--- src/verilog/decode_pkg.sv ---
package decode_pkg;

  // data path and field widths
  localparam int XLEN       = 64;
  localparam int INST_W     = 32;
  localparam int REG_ADDR_W = 5;
  localparam int TRAP_W     = 16;

  // trap bus bits owned by decode, the rest pass through
  localparam int TRAP_MRET    = 0;
  localparam int TRAP_EBREAK  = 1;
  localparam int TRAP_ECALL_M = 2;
  localparam int TRAP_ILLEGAL = 3;

  // major opcodes, inst[6:0]
  localparam logic [6:0] OPC_LOAD      = 7'b0000011;
  localparam logic [6:0] OPC_STORE     = 7'b0100011;
  localparam logic [6:0] OPC_BRANCH    = 7'b1100011;
  localparam logic [6:0] OPC_JALR      = 7'b1100111;
  localparam logic [6:0] OPC_JAL       = 7'b1101111;
  localparam logic [6:0] OPC_OP_IMM    = 7'b0010011;
  localparam logic [6:0] OPC_OP        = 7'b0110011;
  localparam logic [6:0] OPC_OP_IMM_32 = 7'b0011011;
  localparam logic [6:0] OPC_OP_32     = 7'b0111011;
  localparam logic [6:0] OPC_AUIPC     = 7'b0010111;
  localparam logic [6:0] OPC_LUI       = 7'b0110111;
  localparam logic [6:0] OPC_SYSTEM    = 7'b1110011;

  typedef enum logic [3:0] {
    CLS_LOAD, CLS_STORE, CLS_BRANCH, CLS_JALR, CLS_JAL,
    CLS_OP_IMM, CLS_OP, CLS_OP_IMM_32, CLS_OP_32,
    CLS_AUIPC, CLS_LUI, CLS_SYSTEM, CLS_NONE
  } inst_class_t;

  // execute unit operation, one per class
  typedef enum logic [3:0] {
    EXC_LOAD, EXC_STORE, EXC_BRANCH, EXC_JALR, EXC_JAL,
    EXC_OP_IMM, EXC_OP, EXC_OP_IMM_32, EXC_OP_32,
    EXC_AUIPC, EXC_LUI, EXC_SYSTEM, EXC_EBREAK, EXC_NONE
  } exc_op_t;

  typedef enum logic [4:0] {
    ALU_ADD, ALU_SUB, ALU_XOR, ALU_OR, ALU_AND,
    ALU_SLL, ALU_SRL, ALU_SRA,
    ALU_SLLW, ALU_SRLW, ALU_SRAW,
    ALU_SLT, ALU_SLTU,
    ALU_BEQ, ALU_BNE, ALU_BLT, ALU_BGE, ALU_BLTU, ALU_BGEU,
    ALU_NONE
  } alu_op_t;

  typedef enum logic [3:0] {
    MEM_NONE,
    MEM_LB, MEM_LH, MEM_LW, MEM_LD,
    MEM_LBU, MEM_LHU, MEM_LWU,
    MEM_SB, MEM_SH, MEM_SW, MEM_SD
  } mem_op_t;

endpackage

--- src/verilog/decode_stage.sv ---
`timescale 1ns/1ns

module decode_stage
  import decode_pkg::*;
(
  input  logic                  clk,
  input  logic                  rst_i,
  input  logic                  in_valid_i,
  output logic                  in_ready_o,
  input  logic [XLEN-1:0]       inst_addr_i,
  input  logic [INST_W-1:0]     inst_i,
  input  logic [TRAP_W-1:0]     trap_bus_i,
  input  logic [XLEN-1:0]       rs1_data_i,
  input  logic [XLEN-1:0]       rs2_data_i,
  input  logic [REG_ADDR_W-1:0] ex_rd_addr_i,
  input  logic [XLEN-1:0]       ex_rd_data_i,
  input  logic [REG_ADDR_W-1:0] mem_rd_addr_i,
  input  logic [XLEN-1:0]       mem_rd_data_i,
  output logic                  out_valid_o,
  input  logic                  out_ready_i,
  output logic [XLEN-1:0]       inst_addr_o,
  output logic [REG_ADDR_W-1:0] rs1_idx_o,
  output logic [REG_ADDR_W-1:0] rs2_idx_o,
  output logic [REG_ADDR_W-1:0] rd_idx_o,
  output logic [XLEN-1:0]       rs1_data_o,
  output logic [XLEN-1:0]       rs2_data_o,
  output logic [XLEN-1:0]       imm_o,
  output alu_op_t               alu_op_o,
  output mem_op_t               mem_op_o,
  output exc_op_t               exc_op_o,
  output logic [TRAP_W-1:0]     trap_bus_o
);

  inst_class_t           dec_class;
  logic [REG_ADDR_W-1:0] dec_rs1_idx, dec_rs2_idx, dec_rd_idx;
  logic [XLEN-1:0]       dec_imm;
  alu_op_t               dec_alu_op;
  mem_op_t               dec_mem_op;
  exc_op_t               dec_exc_op;
  logic [TRAP_W-1:0]     dec_trap_bus;
  logic [XLEN-1:0]       fwd_rs1_data, fwd_rs2_data;
  logic                  rs1_hit, rs2_hit;

  inst_class inst_class_i (
    .inst_i    (inst_i),
    .class_o   (dec_class),
    .rs1_idx_o (dec_rs1_idx),
    .rs2_idx_o (dec_rs2_idx),
    .rd_idx_o  (dec_rd_idx),
    .imm_o     (dec_imm)
  );

  op_decode op_decode_i (
    .inst_i     (inst_i),
    .class_i    (dec_class),
    .trap_bus_i (trap_bus_i),
    .alu_op_o   (dec_alu_op),
    .mem_op_o   (dec_mem_op),
    .exc_op_o   (dec_exc_op),
    .trap_bus_o (dec_trap_bus)
  );

  // load-use stall is decided against the held instruction, not the bypass
  operand_forward rs1_forward_i (
    .idx_i         (dec_rs1_idx),
    .gpr_data_i    (rs1_data_i),
    .ex_rd_addr_i  (ex_rd_addr_i),
    .mem_rd_addr_i (mem_rd_addr_i),
    .ex_rd_data_i  (ex_rd_data_i),
    .mem_rd_data_i (mem_rd_data_i),
    .data_o        (fwd_rs1_data),
    .ex_match_o    ()
  );

  operand_forward rs2_forward_i (
    .idx_i         (dec_rs2_idx),
    .gpr_data_i    (rs2_data_i),
    .ex_rd_addr_i  (ex_rd_addr_i),
    .mem_rd_addr_i (mem_rd_addr_i),
    .ex_rd_data_i  (ex_rd_data_i),
    .mem_rd_data_i (mem_rd_data_i),
    .data_o        (fwd_rs2_data),
    .ex_match_o    ()
  );

  // gated indexes are zero when unused, so x0 and unused never hit
  assign rs1_hit = (dec_rs1_idx != '0) && (dec_rs1_idx == rd_idx_o);
  assign rs2_hit = (dec_rs2_idx != '0) && (dec_rs2_idx == rd_idx_o);

  id_stage_reg id_stage_reg_i (
    .clk         (clk),
    .rst_i       (rst_i),
    .in_valid_i  (in_valid_i),
    .in_ready_o  (in_ready_o),
    .out_valid_o (out_valid_o),
    .out_ready_i (out_ready_i),
    .inst_addr_i (inst_addr_i),
    .rs1_idx_i   (dec_rs1_idx),
    .rs2_idx_i   (dec_rs2_idx),
    .rd_idx_i    (dec_rd_idx),
    .rs1_data_i  (fwd_rs1_data),
    .rs2_data_i  (fwd_rs2_data),
    .imm_i       (dec_imm),
    .alu_op_i    (dec_alu_op),
    .mem_op_i    (dec_mem_op),
    .exc_op_i    (dec_exc_op),
    .trap_bus_i  (dec_trap_bus),
    .rs1_hit_i   (rs1_hit),
    .rs2_hit_i   (rs2_hit),
    .inst_addr_o (inst_addr_o),
    .rs1_idx_o   (rs1_idx_o),
    .rs2_idx_o   (rs2_idx_o),
    .rd_idx_o    (rd_idx_o),
    .rs1_data_o  (rs1_data_o),
    .rs2_data_o  (rs2_data_o),
    .imm_o       (imm_o),
    .alu_op_o    (alu_op_o),
    .mem_op_o    (mem_op_o),
    .exc_op_o    (exc_op_o),
    .trap_bus_o  (trap_bus_o)
  );

endmodule

--- src/verilog/id_stage_reg.sv ---
`timescale 1ns/1ns

module id_stage_reg
  import decode_pkg::*;
(
  input  logic                  clk,
  input  logic                  rst_i,
  input  logic                  in_valid_i,
  output logic                  in_ready_o,
  output logic                  out_valid_o,
  input  logic                  out_ready_i,
  input  logic [XLEN-1:0]       inst_addr_i,
  input  logic [REG_ADDR_W-1:0] rs1_idx_i,
  input  logic [REG_ADDR_W-1:0] rs2_idx_i,
  input  logic [REG_ADDR_W-1:0] rd_idx_i,
  input  logic [XLEN-1:0]       rs1_data_i,
  input  logic [XLEN-1:0]       rs2_data_i,
  input  logic [XLEN-1:0]       imm_i,
  input  alu_op_t               alu_op_i,
  input  mem_op_t               mem_op_i,
  input  exc_op_t               exc_op_i,
  input  logic [TRAP_W-1:0]     trap_bus_i,
  input  logic                  rs1_hit_i,
  input  logic                  rs2_hit_i,
  output logic [XLEN-1:0]       inst_addr_o,
  output logic [REG_ADDR_W-1:0] rs1_idx_o,
  output logic [REG_ADDR_W-1:0] rs2_idx_o,
  output logic [REG_ADDR_W-1:0] rd_idx_o,
  output logic [XLEN-1:0]       rs1_data_o,
  output logic [XLEN-1:0]       rs2_data_o,
  output logic [XLEN-1:0]       imm_o,
  output alu_op_t               alu_op_o,
  output mem_op_t               mem_op_o,
  output exc_op_t               exc_op_o,
  output logic [TRAP_W-1:0]     trap_bus_o
);

  logic load_en;
  logic held_load;
  logic stall;
  logic accept;

  // register may change when empty or when downstream takes it
  assign load_en   = !out_valid_o || out_ready_i;
  assign held_load = out_valid_o && (exc_op_o == EXC_LOAD);
  // load data is not ready for a consumer right behind it
  assign stall      = held_load && (rs1_hit_i || rs2_hit_i);
  assign in_ready_o = load_en && !stall;
  assign accept     = in_valid_i && in_ready_o;

  // a stalled cycle with out_ready_i high drains the load and leaves a bubble
  always_ff @(posedge clk) begin
    if (rst_i) begin
      out_valid_o <= 1'b0;
    end else if (load_en) begin
      out_valid_o <= accept;
    end
  end

  always_ff @(posedge clk) begin
    if (accept) begin
      inst_addr_o <= inst_addr_i;
      rs1_idx_o   <= rs1_idx_i;
      rs2_idx_o   <= rs2_idx_i;
      rd_idx_o    <= rd_idx_i;
      rs1_data_o  <= rs1_data_i;
      rs2_data_o  <= rs2_data_i;
      imm_o       <= imm_i;
      alu_op_o    <= alu_op_i;
      mem_op_o    <= mem_op_i;
      exc_op_o    <= exc_op_i;
      trap_bus_o  <= trap_bus_i;
    end
  end

endmodule

--- src/verilog/inst_class.sv ---
`timescale 1ns/1ns

module inst_class
  import decode_pkg::*;
(
  input  logic [INST_W-1:0]     inst_i,
  output inst_class_t           class_o,
  output logic [REG_ADDR_W-1:0] rs1_idx_o,
  output logic [REG_ADDR_W-1:0] rs2_idx_o,
  output logic [REG_ADDR_W-1:0] rd_idx_o,
  output logic [XLEN-1:0]       imm_o
);

  logic            fmt_r, fmt_i, fmt_s, fmt_b, fmt_u, fmt_j;
  logic [XLEN-1:0] imm_i, imm_s, imm_b, imm_u, imm_j;

  always_comb begin
    case (inst_i[6:0])
      OPC_LOAD:      class_o = CLS_LOAD;
      OPC_STORE:     class_o = CLS_STORE;
      OPC_BRANCH:    class_o = CLS_BRANCH;
      OPC_JALR:      class_o = CLS_JALR;
      OPC_JAL:       class_o = CLS_JAL;
      OPC_OP_IMM:    class_o = CLS_OP_IMM;
      OPC_OP:        class_o = CLS_OP;
      OPC_OP_IMM_32: class_o = CLS_OP_IMM_32;
      OPC_OP_32:     class_o = CLS_OP_32;
      OPC_AUIPC:     class_o = CLS_AUIPC;
      OPC_LUI:       class_o = CLS_LUI;
      OPC_SYSTEM:    class_o = CLS_SYSTEM;
      default:       class_o = CLS_NONE;
    endcase
  end

  // instruction format from the class
  assign fmt_r = (class_o == CLS_OP) || (class_o == CLS_OP_32);
  assign fmt_i = (class_o == CLS_LOAD) || (class_o == CLS_OP_IMM) ||
                 (class_o == CLS_OP_IMM_32) || (class_o == CLS_JALR) ||
                 (class_o == CLS_SYSTEM);
  assign fmt_s = (class_o == CLS_STORE);
  assign fmt_b = (class_o == CLS_BRANCH);
  assign fmt_u = (class_o == CLS_AUIPC) || (class_o == CLS_LUI);
  assign fmt_j = (class_o == CLS_JAL);

  // unused indexes read as x0
  assign rs1_idx_o = (fmt_r || fmt_i || fmt_s || fmt_b) ? inst_i[19:15] : '0;
  assign rs2_idx_o = (fmt_r || fmt_s || fmt_b) ? inst_i[24:20] : '0;
  assign rd_idx_o  = (fmt_r || fmt_i || fmt_u || fmt_j) ? inst_i[11:7] : '0;

  // sign extended immediates, sign always in inst[31]
  assign imm_i = {{(XLEN-11){inst_i[31]}}, inst_i[30:20]};
  assign imm_s = {{(XLEN-11){inst_i[31]}}, inst_i[30:25], inst_i[11:7]};
  assign imm_b = {{(XLEN-12){inst_i[31]}}, inst_i[7], inst_i[30:25], inst_i[11:8], 1'b0};
  assign imm_u = {{(XLEN-31){inst_i[31]}}, inst_i[30:12], 12'b0};
  assign imm_j = {{(XLEN-20){inst_i[31]}}, inst_i[19:12], inst_i[20], inst_i[30:21], 1'b0};

  always_comb begin
    if (fmt_i) begin
      imm_o = imm_i;
    end else if (fmt_s) begin
      imm_o = imm_s;
    end else if (fmt_b) begin
      imm_o = imm_b;
    end else if (fmt_u) begin
      imm_o = imm_u;
    end else if (fmt_j) begin
      imm_o = imm_j;
    end else begin
      // R format and unknown opcodes carry no immediate
      imm_o = '0;
    end
  end

endmodule

--- src/verilog/op_decode.sv ---
`timescale 1ns/1ns

module op_decode
  import decode_pkg::*;
(
  input  logic [INST_W-1:0] inst_i,
  input  inst_class_t       class_i,
  input  logic [TRAP_W-1:0] trap_bus_i,
  output alu_op_t           alu_op_o,
  output mem_op_t           mem_op_o,
  output exc_op_t           exc_op_o,
  output logic [TRAP_W-1:0] trap_bus_o
);

  logic [2:0]  funct3;
  logic [6:0]  funct7;
  logic [11:0] upper;
  logic        f7_zero, f7_alt, sh_zero, sh_alt, r_f7_ok;
  logic        illegal, is_ecall, is_ebreak, is_mret;

  assign funct3  = inst_i[14:12];
  assign funct7  = inst_i[31:25];
  assign upper   = inst_i[31:20];
  assign f7_zero = (funct7 == 7'b0000000);
  assign f7_alt  = (funct7 == 7'b0100000);
  // rv64 shift amount takes funct7[0], only the upper six bits select the op
  assign sh_zero = (funct7[6:1] == 6'b000000);
  assign sh_alt  = (funct7[6:1] == 6'b010000);
  // sub and sra style encodings only exist for funct3 000 and 101
  assign r_f7_ok = f7_zero || (f7_alt && (funct3 == 3'b000 || funct3 == 3'b101));

  always_comb begin
    alu_op_o  = ALU_NONE;
    mem_op_o  = MEM_NONE;
    exc_op_o  = EXC_NONE;
    illegal   = 1'b0;
    is_ecall  = 1'b0;
    is_ebreak = 1'b0;
    is_mret   = 1'b0;
    case (class_i)
      CLS_LUI: begin
        alu_op_o = ALU_ADD;
        exc_op_o = EXC_LUI;
      end
      CLS_AUIPC: begin
        alu_op_o = ALU_ADD;
        exc_op_o = EXC_AUIPC;
      end
      CLS_JAL: begin
        alu_op_o = ALU_ADD;
        exc_op_o = EXC_JAL;
      end
      CLS_JALR: begin
        alu_op_o = ALU_ADD;
        exc_op_o = EXC_JALR;
        illegal  = (funct3 != 3'b000);
      end
      CLS_BRANCH: begin
        exc_op_o = EXC_BRANCH;
        case (funct3)
          3'b000:  alu_op_o = ALU_BEQ;
          3'b001:  alu_op_o = ALU_BNE;
          3'b100:  alu_op_o = ALU_BLT;
          3'b101:  alu_op_o = ALU_BGE;
          3'b110:  alu_op_o = ALU_BLTU;
          3'b111:  alu_op_o = ALU_BGEU;
          default: illegal = 1'b1;
        endcase
      end
      CLS_LOAD: begin
        alu_op_o = ALU_ADD;
        exc_op_o = EXC_LOAD;
        case (funct3)
          3'b000:  mem_op_o = MEM_LB;
          3'b001:  mem_op_o = MEM_LH;
          3'b010:  mem_op_o = MEM_LW;
          3'b011:  mem_op_o = MEM_LD;
          3'b100:  mem_op_o = MEM_LBU;
          3'b101:  mem_op_o = MEM_LHU;
          3'b110:  mem_op_o = MEM_LWU;
          default: illegal = 1'b1;
        endcase
      end
      CLS_STORE: begin
        alu_op_o = ALU_ADD;
        exc_op_o = EXC_STORE;
        case (funct3)
          3'b000:  mem_op_o = MEM_SB;
          3'b001:  mem_op_o = MEM_SH;
          3'b010:  mem_op_o = MEM_SW;
          3'b011:  mem_op_o = MEM_SD;
          default: illegal = 1'b1;
        endcase
      end
      CLS_OP_IMM: begin
        exc_op_o = EXC_OP_IMM;
        case (funct3)
          3'b000: alu_op_o = ALU_ADD;
          3'b010: alu_op_o = ALU_SLT;
          3'b011: alu_op_o = ALU_SLTU;
          3'b100: alu_op_o = ALU_XOR;
          3'b110: alu_op_o = ALU_OR;
          3'b111: alu_op_o = ALU_AND;
          3'b001: begin
            alu_op_o = ALU_SLL;
            illegal  = !sh_zero;
          end
          default: begin
            alu_op_o = sh_alt ? ALU_SRA : ALU_SRL;
            illegal  = !(sh_zero || sh_alt);
          end
        endcase
      end
      CLS_OP: begin
        exc_op_o = EXC_OP;
        illegal  = !r_f7_ok;
        case (funct3)
          3'b000:  alu_op_o = f7_alt ? ALU_SUB : ALU_ADD;
          3'b001:  alu_op_o = ALU_SLL;
          3'b010:  alu_op_o = ALU_SLT;
          3'b011:  alu_op_o = ALU_SLTU;
          3'b100:  alu_op_o = ALU_XOR;
          3'b101:  alu_op_o = f7_alt ? ALU_SRA : ALU_SRL;
          3'b110:  alu_op_o = ALU_OR;
          default: alu_op_o = ALU_AND;
        endcase
      end
      CLS_OP_IMM_32: begin
        exc_op_o = EXC_OP_IMM_32;
        case (funct3)
          3'b000: alu_op_o = ALU_ADD;
          3'b001: begin
            alu_op_o = ALU_SLLW;
            illegal  = !f7_zero;
          end
          3'b101: begin
            alu_op_o = f7_alt ? ALU_SRAW : ALU_SRLW;
            illegal  = !(f7_zero || f7_alt);
          end
          default: illegal = 1'b1;
        endcase
      end
      CLS_OP_32: begin
        exc_op_o = EXC_OP_32;
        illegal  = !r_f7_ok;
        case (funct3)
          3'b000:  alu_op_o = f7_alt ? ALU_SUB : ALU_ADD;
          3'b001:  alu_op_o = ALU_SLLW;
          3'b101:  alu_op_o = f7_alt ? ALU_SRAW : ALU_SRLW;
          default: illegal = 1'b1;
        endcase
      end
      CLS_SYSTEM: begin
        is_ecall  = (funct3 == 3'b000) && (upper == 12'h000);
        is_ebreak = (funct3 == 3'b000) && (upper == 12'h001);
        is_mret   = (funct3 == 3'b000) && (upper == 12'h302);
        exc_op_o  = is_ebreak ? EXC_EBREAK : EXC_SYSTEM;
        // csr ops, fence style and wfi are not supported here
        illegal   = !(is_ecall || is_ebreak || is_mret);
      end
      default: illegal = 1'b1;
    endcase
    if (illegal) begin
      alu_op_o = ALU_NONE;
      mem_op_o = MEM_NONE;
      exc_op_o = EXC_NONE;
    end
  end

  // decode owns four trap bits, everything else comes from fetch
  always_comb begin
    trap_bus_o               = trap_bus_i;
    trap_bus_o[TRAP_MRET]    = is_mret;
    trap_bus_o[TRAP_EBREAK]  = is_ebreak;
    trap_bus_o[TRAP_ECALL_M] = is_ecall;
    trap_bus_o[TRAP_ILLEGAL] = illegal;
  end

endmodule

--- src/verilog/operand_forward.sv ---
`timescale 1ns/1ns

module operand_forward
  import decode_pkg::*;
(
  input  logic [REG_ADDR_W-1:0] idx_i,
  input  logic [XLEN-1:0]       gpr_data_i,
  input  logic [REG_ADDR_W-1:0] ex_rd_addr_i,
  input  logic [REG_ADDR_W-1:0] mem_rd_addr_i,
  input  logic [XLEN-1:0]       ex_rd_data_i,
  input  logic [XLEN-1:0]       mem_rd_data_i,
  output logic [XLEN-1:0]       data_o,
  output logic                  ex_match_o
);

  logic idx_nz;
  logic mem_match;

  // x0 is never forwarded
  assign idx_nz     = (idx_i != '0);
  assign ex_match_o = idx_nz && (idx_i == ex_rd_addr_i);
  assign mem_match  = idx_nz && (idx_i == mem_rd_addr_i);

  // youngest producer wins: execute, then memory, then register file
  assign data_o = ex_match_o ? ex_rd_data_i :
                  mem_match  ? mem_rd_data_i :
                               gpr_data_i;

endmodule
--- config.mk ---
export PLATFORM = sky130hd
export DESIGN_NAME = decode_stage
export DESIGN_NICKNAME = d
export VERILOG_FILES = /design/src/verilog/decode_pkg.sv /design/src/verilog/decode_stage.sv /design/src/verilog/id_stage_reg.sv /design/src/verilog/inst_class.sv /design/src/verilog/op_decode.sv /design/src/verilog/operand_forward.sv
export SDC_FILE = /design/constraint.sdc
export NUM_CORES = 1
export LEC_CHECK = 0
export ABC_AREA = 1
export CORE_AREA = 2 2 267 269
export DETAILED_ROUTE_END_ITERATION = 10
export DIE_AREA = 0 0 269 271
export DONT_BUFFER_PORTS = 1
export GPL_ROUTABILITY_DRIVEN = 0
export GPL_TIMING_DRIVEN = 0
export PLACE_DENSITY = 0.35
export SYNTH_ARGS = -nofsm -noshare
export SYNTH_HDL_FRONTEND = slang
export SYNTH_SLANG_ARGS = --single-unit
--- constraint.sdc ---
create_clock -name clk -period 10.43 [get_ports clk]
set_input_delay 2.086 -clock clk [delete_from_list [all_inputs] [get_ports clk]]
set_output_delay 2.086 -clock clk [all_outputs]
set_load 0.02 [all_outputs]
==> metrics.txt, run 1 <==
Post-synth EDFFs=268; H-tree Lvls=2; core area=69,790 sq um; Worst EP arrival=4180 ps; Yosys warnings=0; Tot GR Track Use=0.1542; Max Freq=159.5 MHz; Nets=1,901; I/O Pins=684; fin cells=2,494; Peak VDD IR=around 0.000096 V; cts repair resizes=0; Final Util=0.2343; ys async rst share=0; CP delay by family, top=simple AND/OR/NAND/NOR gates; vias=10,510; Slew Viols, Final=0; Seq cells post-synth=269; pre-CTS WS=4143 ps; CTS tree=built; Design Area, Final=16,350 sq um; DRT Pass-1 Iters=6; Crit-path slowest cell=nor2_1; commonest non-fill, non-tap cell in the layout=nand2_1; post-route setup slack=4162 ps; Hold WC Path Type=register to register; fraction of layout cells with a size suffix above 1=0.1119; Worst Path Buf+Inv=1; RSZ-0062 raised after global routing=no; total clock sinks=between 200 and 300; largest net degree at the start of global routing=71; outcome=finished, final reports clean; Longest Clk Path Bufs=3; postcts setup bufs=0; detailed router's first-iteration violation count=721; initial antenna violation count=10; CTS buffer count=36; library cells used by synthesis=45; cell leakage power=6.704 nW; Slew headroom=0.1293; vias per inst=roughly 4.2; Mapped Area=13,700 sq um; crit path cell chain=inv_1 -> nand2_2 -> nor2_2 -> nand2_2 -> nand2_4 -> nor2_4 -> nor2_1 -> xor2_1 -> nor2_1 -> nand3_1 -> nand2_1 -> a21oi_1; Initial Util=0.1963; Area growth syn-to-layout=19.36%; Routed WL per cell=23.80 um; Port Buffers=0; Final HPWL DP=roughly 46 mm; Remaining Overflow, GRT=0; Post-Route WL=59.36 mm; post-route minimum period=between 6000 and 7000 ps; most frequent cells in the layout=nand2_1 (489), edfxtp_1 (268), inv_1 (193); # hold bufs at CTS=0; Placed Instances=2,421; MaxCap Viol Count=0; worst slew pin tran=1296 ps; WP data required=8340 ps; Fin. Hold Viols=0; syn_area_per_cell=9.275 sq um; crit path max fanout=7; Primary FF master, synth=edfxtp_1; Power Dens Cells=180.9 nW/um^2; Worst Setup End Kind=primary output; crit path kind=primary input to primary output; clock latency at the later pin of the worst-skew pair=540 ps; clk_skew=15.41 ps; num rows=97; startpoint types=primary input; period utilisation layout=0.6009; Mapped Cells=1,477; crit-path max cell delay=580 ps; placed cell areas=14,990 sq um; Routed Antenna Nets=0; sequential-to-total area share from yosys stat=0.5889; syn_nets=approximately 1,900; die area=72,900 sq um; setup violators final=0; first-pass GRT wire length=79.74 mm; Die Height=271 um; Die W=269 um; Root Buffer=clkbuf_16; vias in the first global route=about 10,000; setup_tns=0 ps; drt drc=0; clock-pin slew on the worst setup and hold paths=~50 ps
-- metal layers --
layer | GRT usage | wire length, um
met5 | 0 | 25
met4 | 0.04883 | 1675
met3 | 0.05907 | 5790
met2 | 0.2621 | 29050
met1 | 0.1770 | 22820
-- cells by family after synthesis --
| group | count (synthesis) | synth area share |
|---|---|---|
| XOR/XNOR | 22 | 0.01461 |
| AND/OR/NAND/NOR | 772 | 0.2421 |
| buffers and inverters | 291 | 0.09435 |
| AO/OA/AOI/OAI | 123 | 0.06001 |
| flip-flops | 269 | 0.5889 |
-- sequential cells by signal (all words and copies together), names as in the netlist --
| register | count |
|---|---|
| id_stage_reg_i.rs2_idx_o | 5 |
| id_stage_reg_i.rs1_data_o | 64 |
| id_stage_reg_i.out_valid_o | 1 |
| id_stage_reg_i.rd_idx_o | 5 |
| id_stage_reg_i.rs2_data_o | 64 |
| id_stage_reg_i.rs1_idx_o | 5 |
| id_stage_reg_i.trap_bus_o | 16 |
| id_stage_reg_i.imm_o | 32 |
| id_stage_reg_i.exc_op_o | 4 |
| id_stage_reg_i.inst_addr_o | 64 |
| id_stage_reg_i.mem_op_o | 4 |
| id_stage_reg_i.alu_op_o | 5 |
-- power breakdown --
| group | leakage, nW | internal [mW] | switching [mW] | total (mW) |
|---|---|---|---|---|
| logic | 3.43 | 0.0543 | 0.118 | 0.172 |
| clock network | 0.648 | 0.909 | 0.496 | 1.40 |
| registers | 2.63 | 1.27 | 0.112 | 1.38 |
-- worst paths after layout --
check | from | end | slack (ps) | depth (start not counted)
hold reg to reg | id_stage_reg_i.out_valid_o | id_stage_reg_i.out_valid_o | 730 | 4
setup / recovery | inst_i[3] | in_ready_o | 4160 | 12
hold / removal | id_stage_reg_i.out_valid_o | id_stage_reg_i.out_valid_o | 730 | 4
setup reg to reg | id_stage_reg_i.rd_idx_o[4] | id_stage_reg_i.rs2_data_o[13] | 7150 | 10
-- stage by stage --
stage | hold slack, ps | power (mW)
2_1_floorplan | 672.3 | 1.511
3_3_place_gp | 706.7 | 1.587
3_5_place_dp | 727.4 | 1.581
4_1_cts | 737.7 | 3.019
5_1_grt | 772.3 | 3.086
6_report | 726.5 | 2.958
-- cell type report --
cell class,count,area [sq um]
Clock inverter,25,385.4
Buffer,92,545.5
Timing Repair Buffer,4,110.1
Multi-Input combinational cell,917,4342
Clock buffer,40,958.4
Inverter,199,747.0
Sequential cell,269,8068
Antenna cell,8,20.02
Fill cell,7625,53430
Tap cell,940,1176
-- Yosys cell counts (2+ instances only) --
cell | number | area share
nor3_1 | 11 | 0.0040
nand2_4 | 3 | 0.0025
nand4_1 | 11 | 0.0050
inv_2 | 6 | 0.0016
xor2_1 | 17 | 0.011
edfxtp_1 | 268 | 0.59
a31oi_1 | 2 | 0.00091
o21ai_1 | 2 | 0.00073
nand2_1 | 489 | 0.13
o2111ai_1 | 3 | 0.0019
nor4_1 | 4 | 0.0018
nand3_2 | 3 | 0.0022
o21bai_1 | 64 | 0.035
inv_1 | 193 | 0.053
nand3_1 | 142 | 0.052
xnor2_1 | 4 | 0.0026
nand2_2 | 29 | 0.013
nor4_4 | 2 | 0.0031
clkbuf_1 | 30 | 0.0082
nor2_1 | 67 | 0.018
o21ai_0 | 23 | 0.0084
o22ai_1 | 5 | 0.0023
buf_6 | 7 | 0.0058
buf_2 | 22 | 0.0080
nor2_2 | 4 | 0.0018
buf_4 | 32 | 0.018
a21oi_1 | 16 | 0.0058
-- worst min-delay path: stages, from the launching register on --
cell and delay [ps]:
dfxtp_1 370, inv_1 100, nor2_1 50, a21oi_1 110
nor2_1 50
Power figures use the tool's default switching activity.
==> run 2: changes to the inputs <==
--- a/config.mk
+++ b/config.mk
@@ -5,14 +5,14 @@
 export SDC_FILE = /design/constraint.sdc
 export NUM_CORES = 1
 export LEC_CHECK = 0
-export ABC_AREA = 1
-export CORE_AREA = 2 2 267 269
+export ABC_AREA = 0
+export CORE_AREA = 2 2 266 268
 export DETAILED_ROUTE_END_ITERATION = 10
-export DIE_AREA = 0 0 269 271
+export DIE_AREA = 0 0 268 270
 export DONT_BUFFER_PORTS = 1
 export GPL_ROUTABILITY_DRIVEN = 0
 export GPL_TIMING_DRIVEN = 0
-export PLACE_DENSITY = 0.35
+export PLACE_DENSITY = 0.33
 export SYNTH_ARGS = -nofsm -noshare
 export SYNTH_HDL_FRONTEND = slang
 export SYNTH_SLANG_ARGS = --single-unit
==> constraint.sdc (replaced) <==
create_clock -name clk -period 5.85 [get_ports clk]
set_input_delay 1.17 -clock clk [delete_from_list [all_inputs] [get_ports clk]]
set_output_delay 1.17 -clock clk [all_outputs]
set_load 0.02 [all_outputs]
==> run 2 against run 1 <==
Sequential share of layout area is 3.6 points higher. Die area is 0.74% lower. Global-route usage is 0.61 points lower. Sequential cell count stayed put. Worst setup slack worse by 2700 ps. Area after synthesis is 6.4% lower. Register-to-register slack worse by 4400 ps. Count of clock-buffer cells in the layout is 3 higher.
==> metrics.txt, run 2 <==
Initial Util=0.1843; setup_tns=0 ps; library cells used by synthesis=66; Routed Antenna Nets=0; crit path cell chain=clkbuf_1 -> nor3b_1 -> a211oi_1 -> nor2_1 -> nand4_1 -> nor2b_1 -> and2_1; drt drc=0; MaxCap Viol Count=0; Root Buffer=clkbuf_16; Mapped Cells=1,056; Max Freq=between 200 and 250 MHz; Seq cells post-synth=269; clock-pin slew on the worst setup and hold paths=50 ps; Final HPWL DP=between 40 and 50 mm; ys async rst share=0; Post-Route WL=56.10 mm; syn_area_per_cell=12.14 sq um; Slew headroom=0.2239; final hold slack=682.8 ps; startpoint types=primary input; vias per inst=approximately 4.3; Placed Instances=2,000; Area growth syn-to-layout=18.95%; fraction of layout cells with a size suffix above 1=0.1043; Worst Setup End Kind=primary output; total power=4.914 mW; share of the synthesized area in the top cell type=0.6279; largest registers=id_stage_reg_i.inst_addr_o: 64 flops, id_stage_reg_i.rs1_data_o: 64 flops, id_stage_reg_i.rs2_data_o: 64 flops; Tot GR Track Use=0.1481; cts repair resizes=0; gr busiest metal=met2; detailed router's first-iteration violation count=629; commonest non-fill, non-tap cell in the layout=edfxtp_1; Mapped Area=12,820 sq um; fillers=7,440; met1 global-route usage=0.1748; postcts setup bufs=0; clk_skew=13.23 ps; Remaining Overflow, GRT=0; num rows=97; outcome=finished, final reports clean; cell leakage power=~6 nW; Primary FF master, synth=edfxtp_1; Hold WC Path Type=register to register; Peak VDD IR=0.0001614 V; vias=8,842; RSZ-0062 raised after global routing=no; largest net degree at the start of global routing=70; Longest Clk Path Bufs=3; die area=72,360 sq um; setup violators final=0; Worst Path Buf+Inv=1; Yosys warnings=0; Die Height=approximately 270 um; Final Util=0.2192; Synth area leaders=edfxtp_1 (63%), mux2i_1 (10%), a21oi_1 (3.4%), nand2_1 (2.9%), nor2_1 (2.8%); HP Start=id_stage_reg_i.out_valid_o; GR Util met3=0.05051; most frequent cells in the layout=edfxtp_1 (268), mux2i_1 (128), nand2_1 (99); DRT Pass-1 Iters=5; met2 Use GR=0.2556; # hold bufs at CTS=0; Crit-path slowest cell=nor3b_1; Fin. Hold Viols=0; period utilisation layout=0.7435; clock latency at the later pin of the worst-skew pair=540 ps; most frequent cells after synthesis=edfxtp_1 (268), mux2i_1 (128), nand2_1 (99); I/O Pins=684; initial antenna violation count=6; CTS buffer count=36; count leader, synth=edfxtp_1; crit path max fanout=8; H-tree Lvls=2; fin cells=2,063; Power Dens Cells=322.3 nW/um^2; Die W=268 um; R2R Path Start=id_stage_reg_i.rd_idx_o[0]; vias in the first global route=9,080; first-pass GRT wire length=75.89 mm; Worst EP arrival=around 3200 ps; crit-path max cell delay=around 680 ps; syn_nets=1,438; cell taking the most area after synthesis=edfxtp_1; Routed WL per cell=27.19 um; total clock sinks=around 270; crit path kind=primary input to primary output; Slew Viols, Final=0; Post-synth EDFFs=about 270; core area=69,540 sq um; Port Buffers=0; CP delay by family, top=simple AND/OR/NAND/NOR gates; WP data required=4680 ps; Setup crit start=inst_i[2]; sequential-to-total area share from yosys stat=0.6295; post-route minimum period=approximately 4300 ps; Nets=approximately 1,500; CTS tree=built; worst slew pin tran=1164 ps
-- run 2: through the flow --
| step | cell area (sq um) | setup WS, ps |
|---|---|---|
| final | 15240 | 1501 |
| after global routing | 15240 | 1162 |
| after CTS | 15240 | 1215 |
| after detailed placement | 14110 | 618.7 |
| after global placement | 14000 | -447.4 |
| after floorplan | 12820 | 1151 |
-- run 2: area by class of cell --
| class | instances | area [sq um] | area share |
|---|---|---|---|
| repair buffers | 4 | 110.1 | 0.007223 |
| inverters | 11 | 41.29 | 0.002708 |
| clock inverters | 19 | 202.7 | 0.01330 |
| clock buffers | 43 | 927.1 | 0.06082 |
| flip-flops and latches | 269 | 8068 | 0.5292 |
| multi-input cells | 670 | 4177 | 0.2740 |
| diodes | 1 | 2.502 | 0.0001641 |
| plain buffers | 106 | 540.5 | 0.03546 |
| well taps | 940 | 1176 | 0.07715 |
-- run 2: final timing paths --
kind                              endpoint  slack (ps)  cells past startpoint
max                             in_ready_o        1500                      7
min reg2reg     id_stage_reg_i.out_valid_o         680                      2
max reg2reg  id_stage_reg_i.rs2_data_o[58]        2790                      7
min             id_stage_reg_i.out_valid_o         680                      2
-- run 2: power breakdown --
group          total [mW]  internal [mW]  switching [mW]
Clock                2.16           1.27           0.888
Combinational       0.284         0.0974           0.187
Sequential           2.47           2.26           0.207
Total                4.91           3.63            1.28
-- run 2: metal layers --
layer	wire [um]	vias to the layer above
li1	-	3930
met4	1090	2
met5	8	-
met2	27850	429
met1	22420	4421
met3	4732	60
-- run 2: tightest hold or removal path, stage by stage, from the launching register on --
cell and delay, ps:
dfxtp_1 410, nand2b_1 160, a21oi_1 70
-- run 2: cells by family after synthesis --
| kind of cell | share of synthesized area |
|---|---|
| buffers and inverters | 0.04540 |
| multiplexers | 0.1008 |
| AND/OR/NAND/NOR | 0.1050 |
| flip-flops | 0.6295 |
| XOR/XNOR | 0.01914 |
| AO/OA/AOI/OAI | 0.1001 |
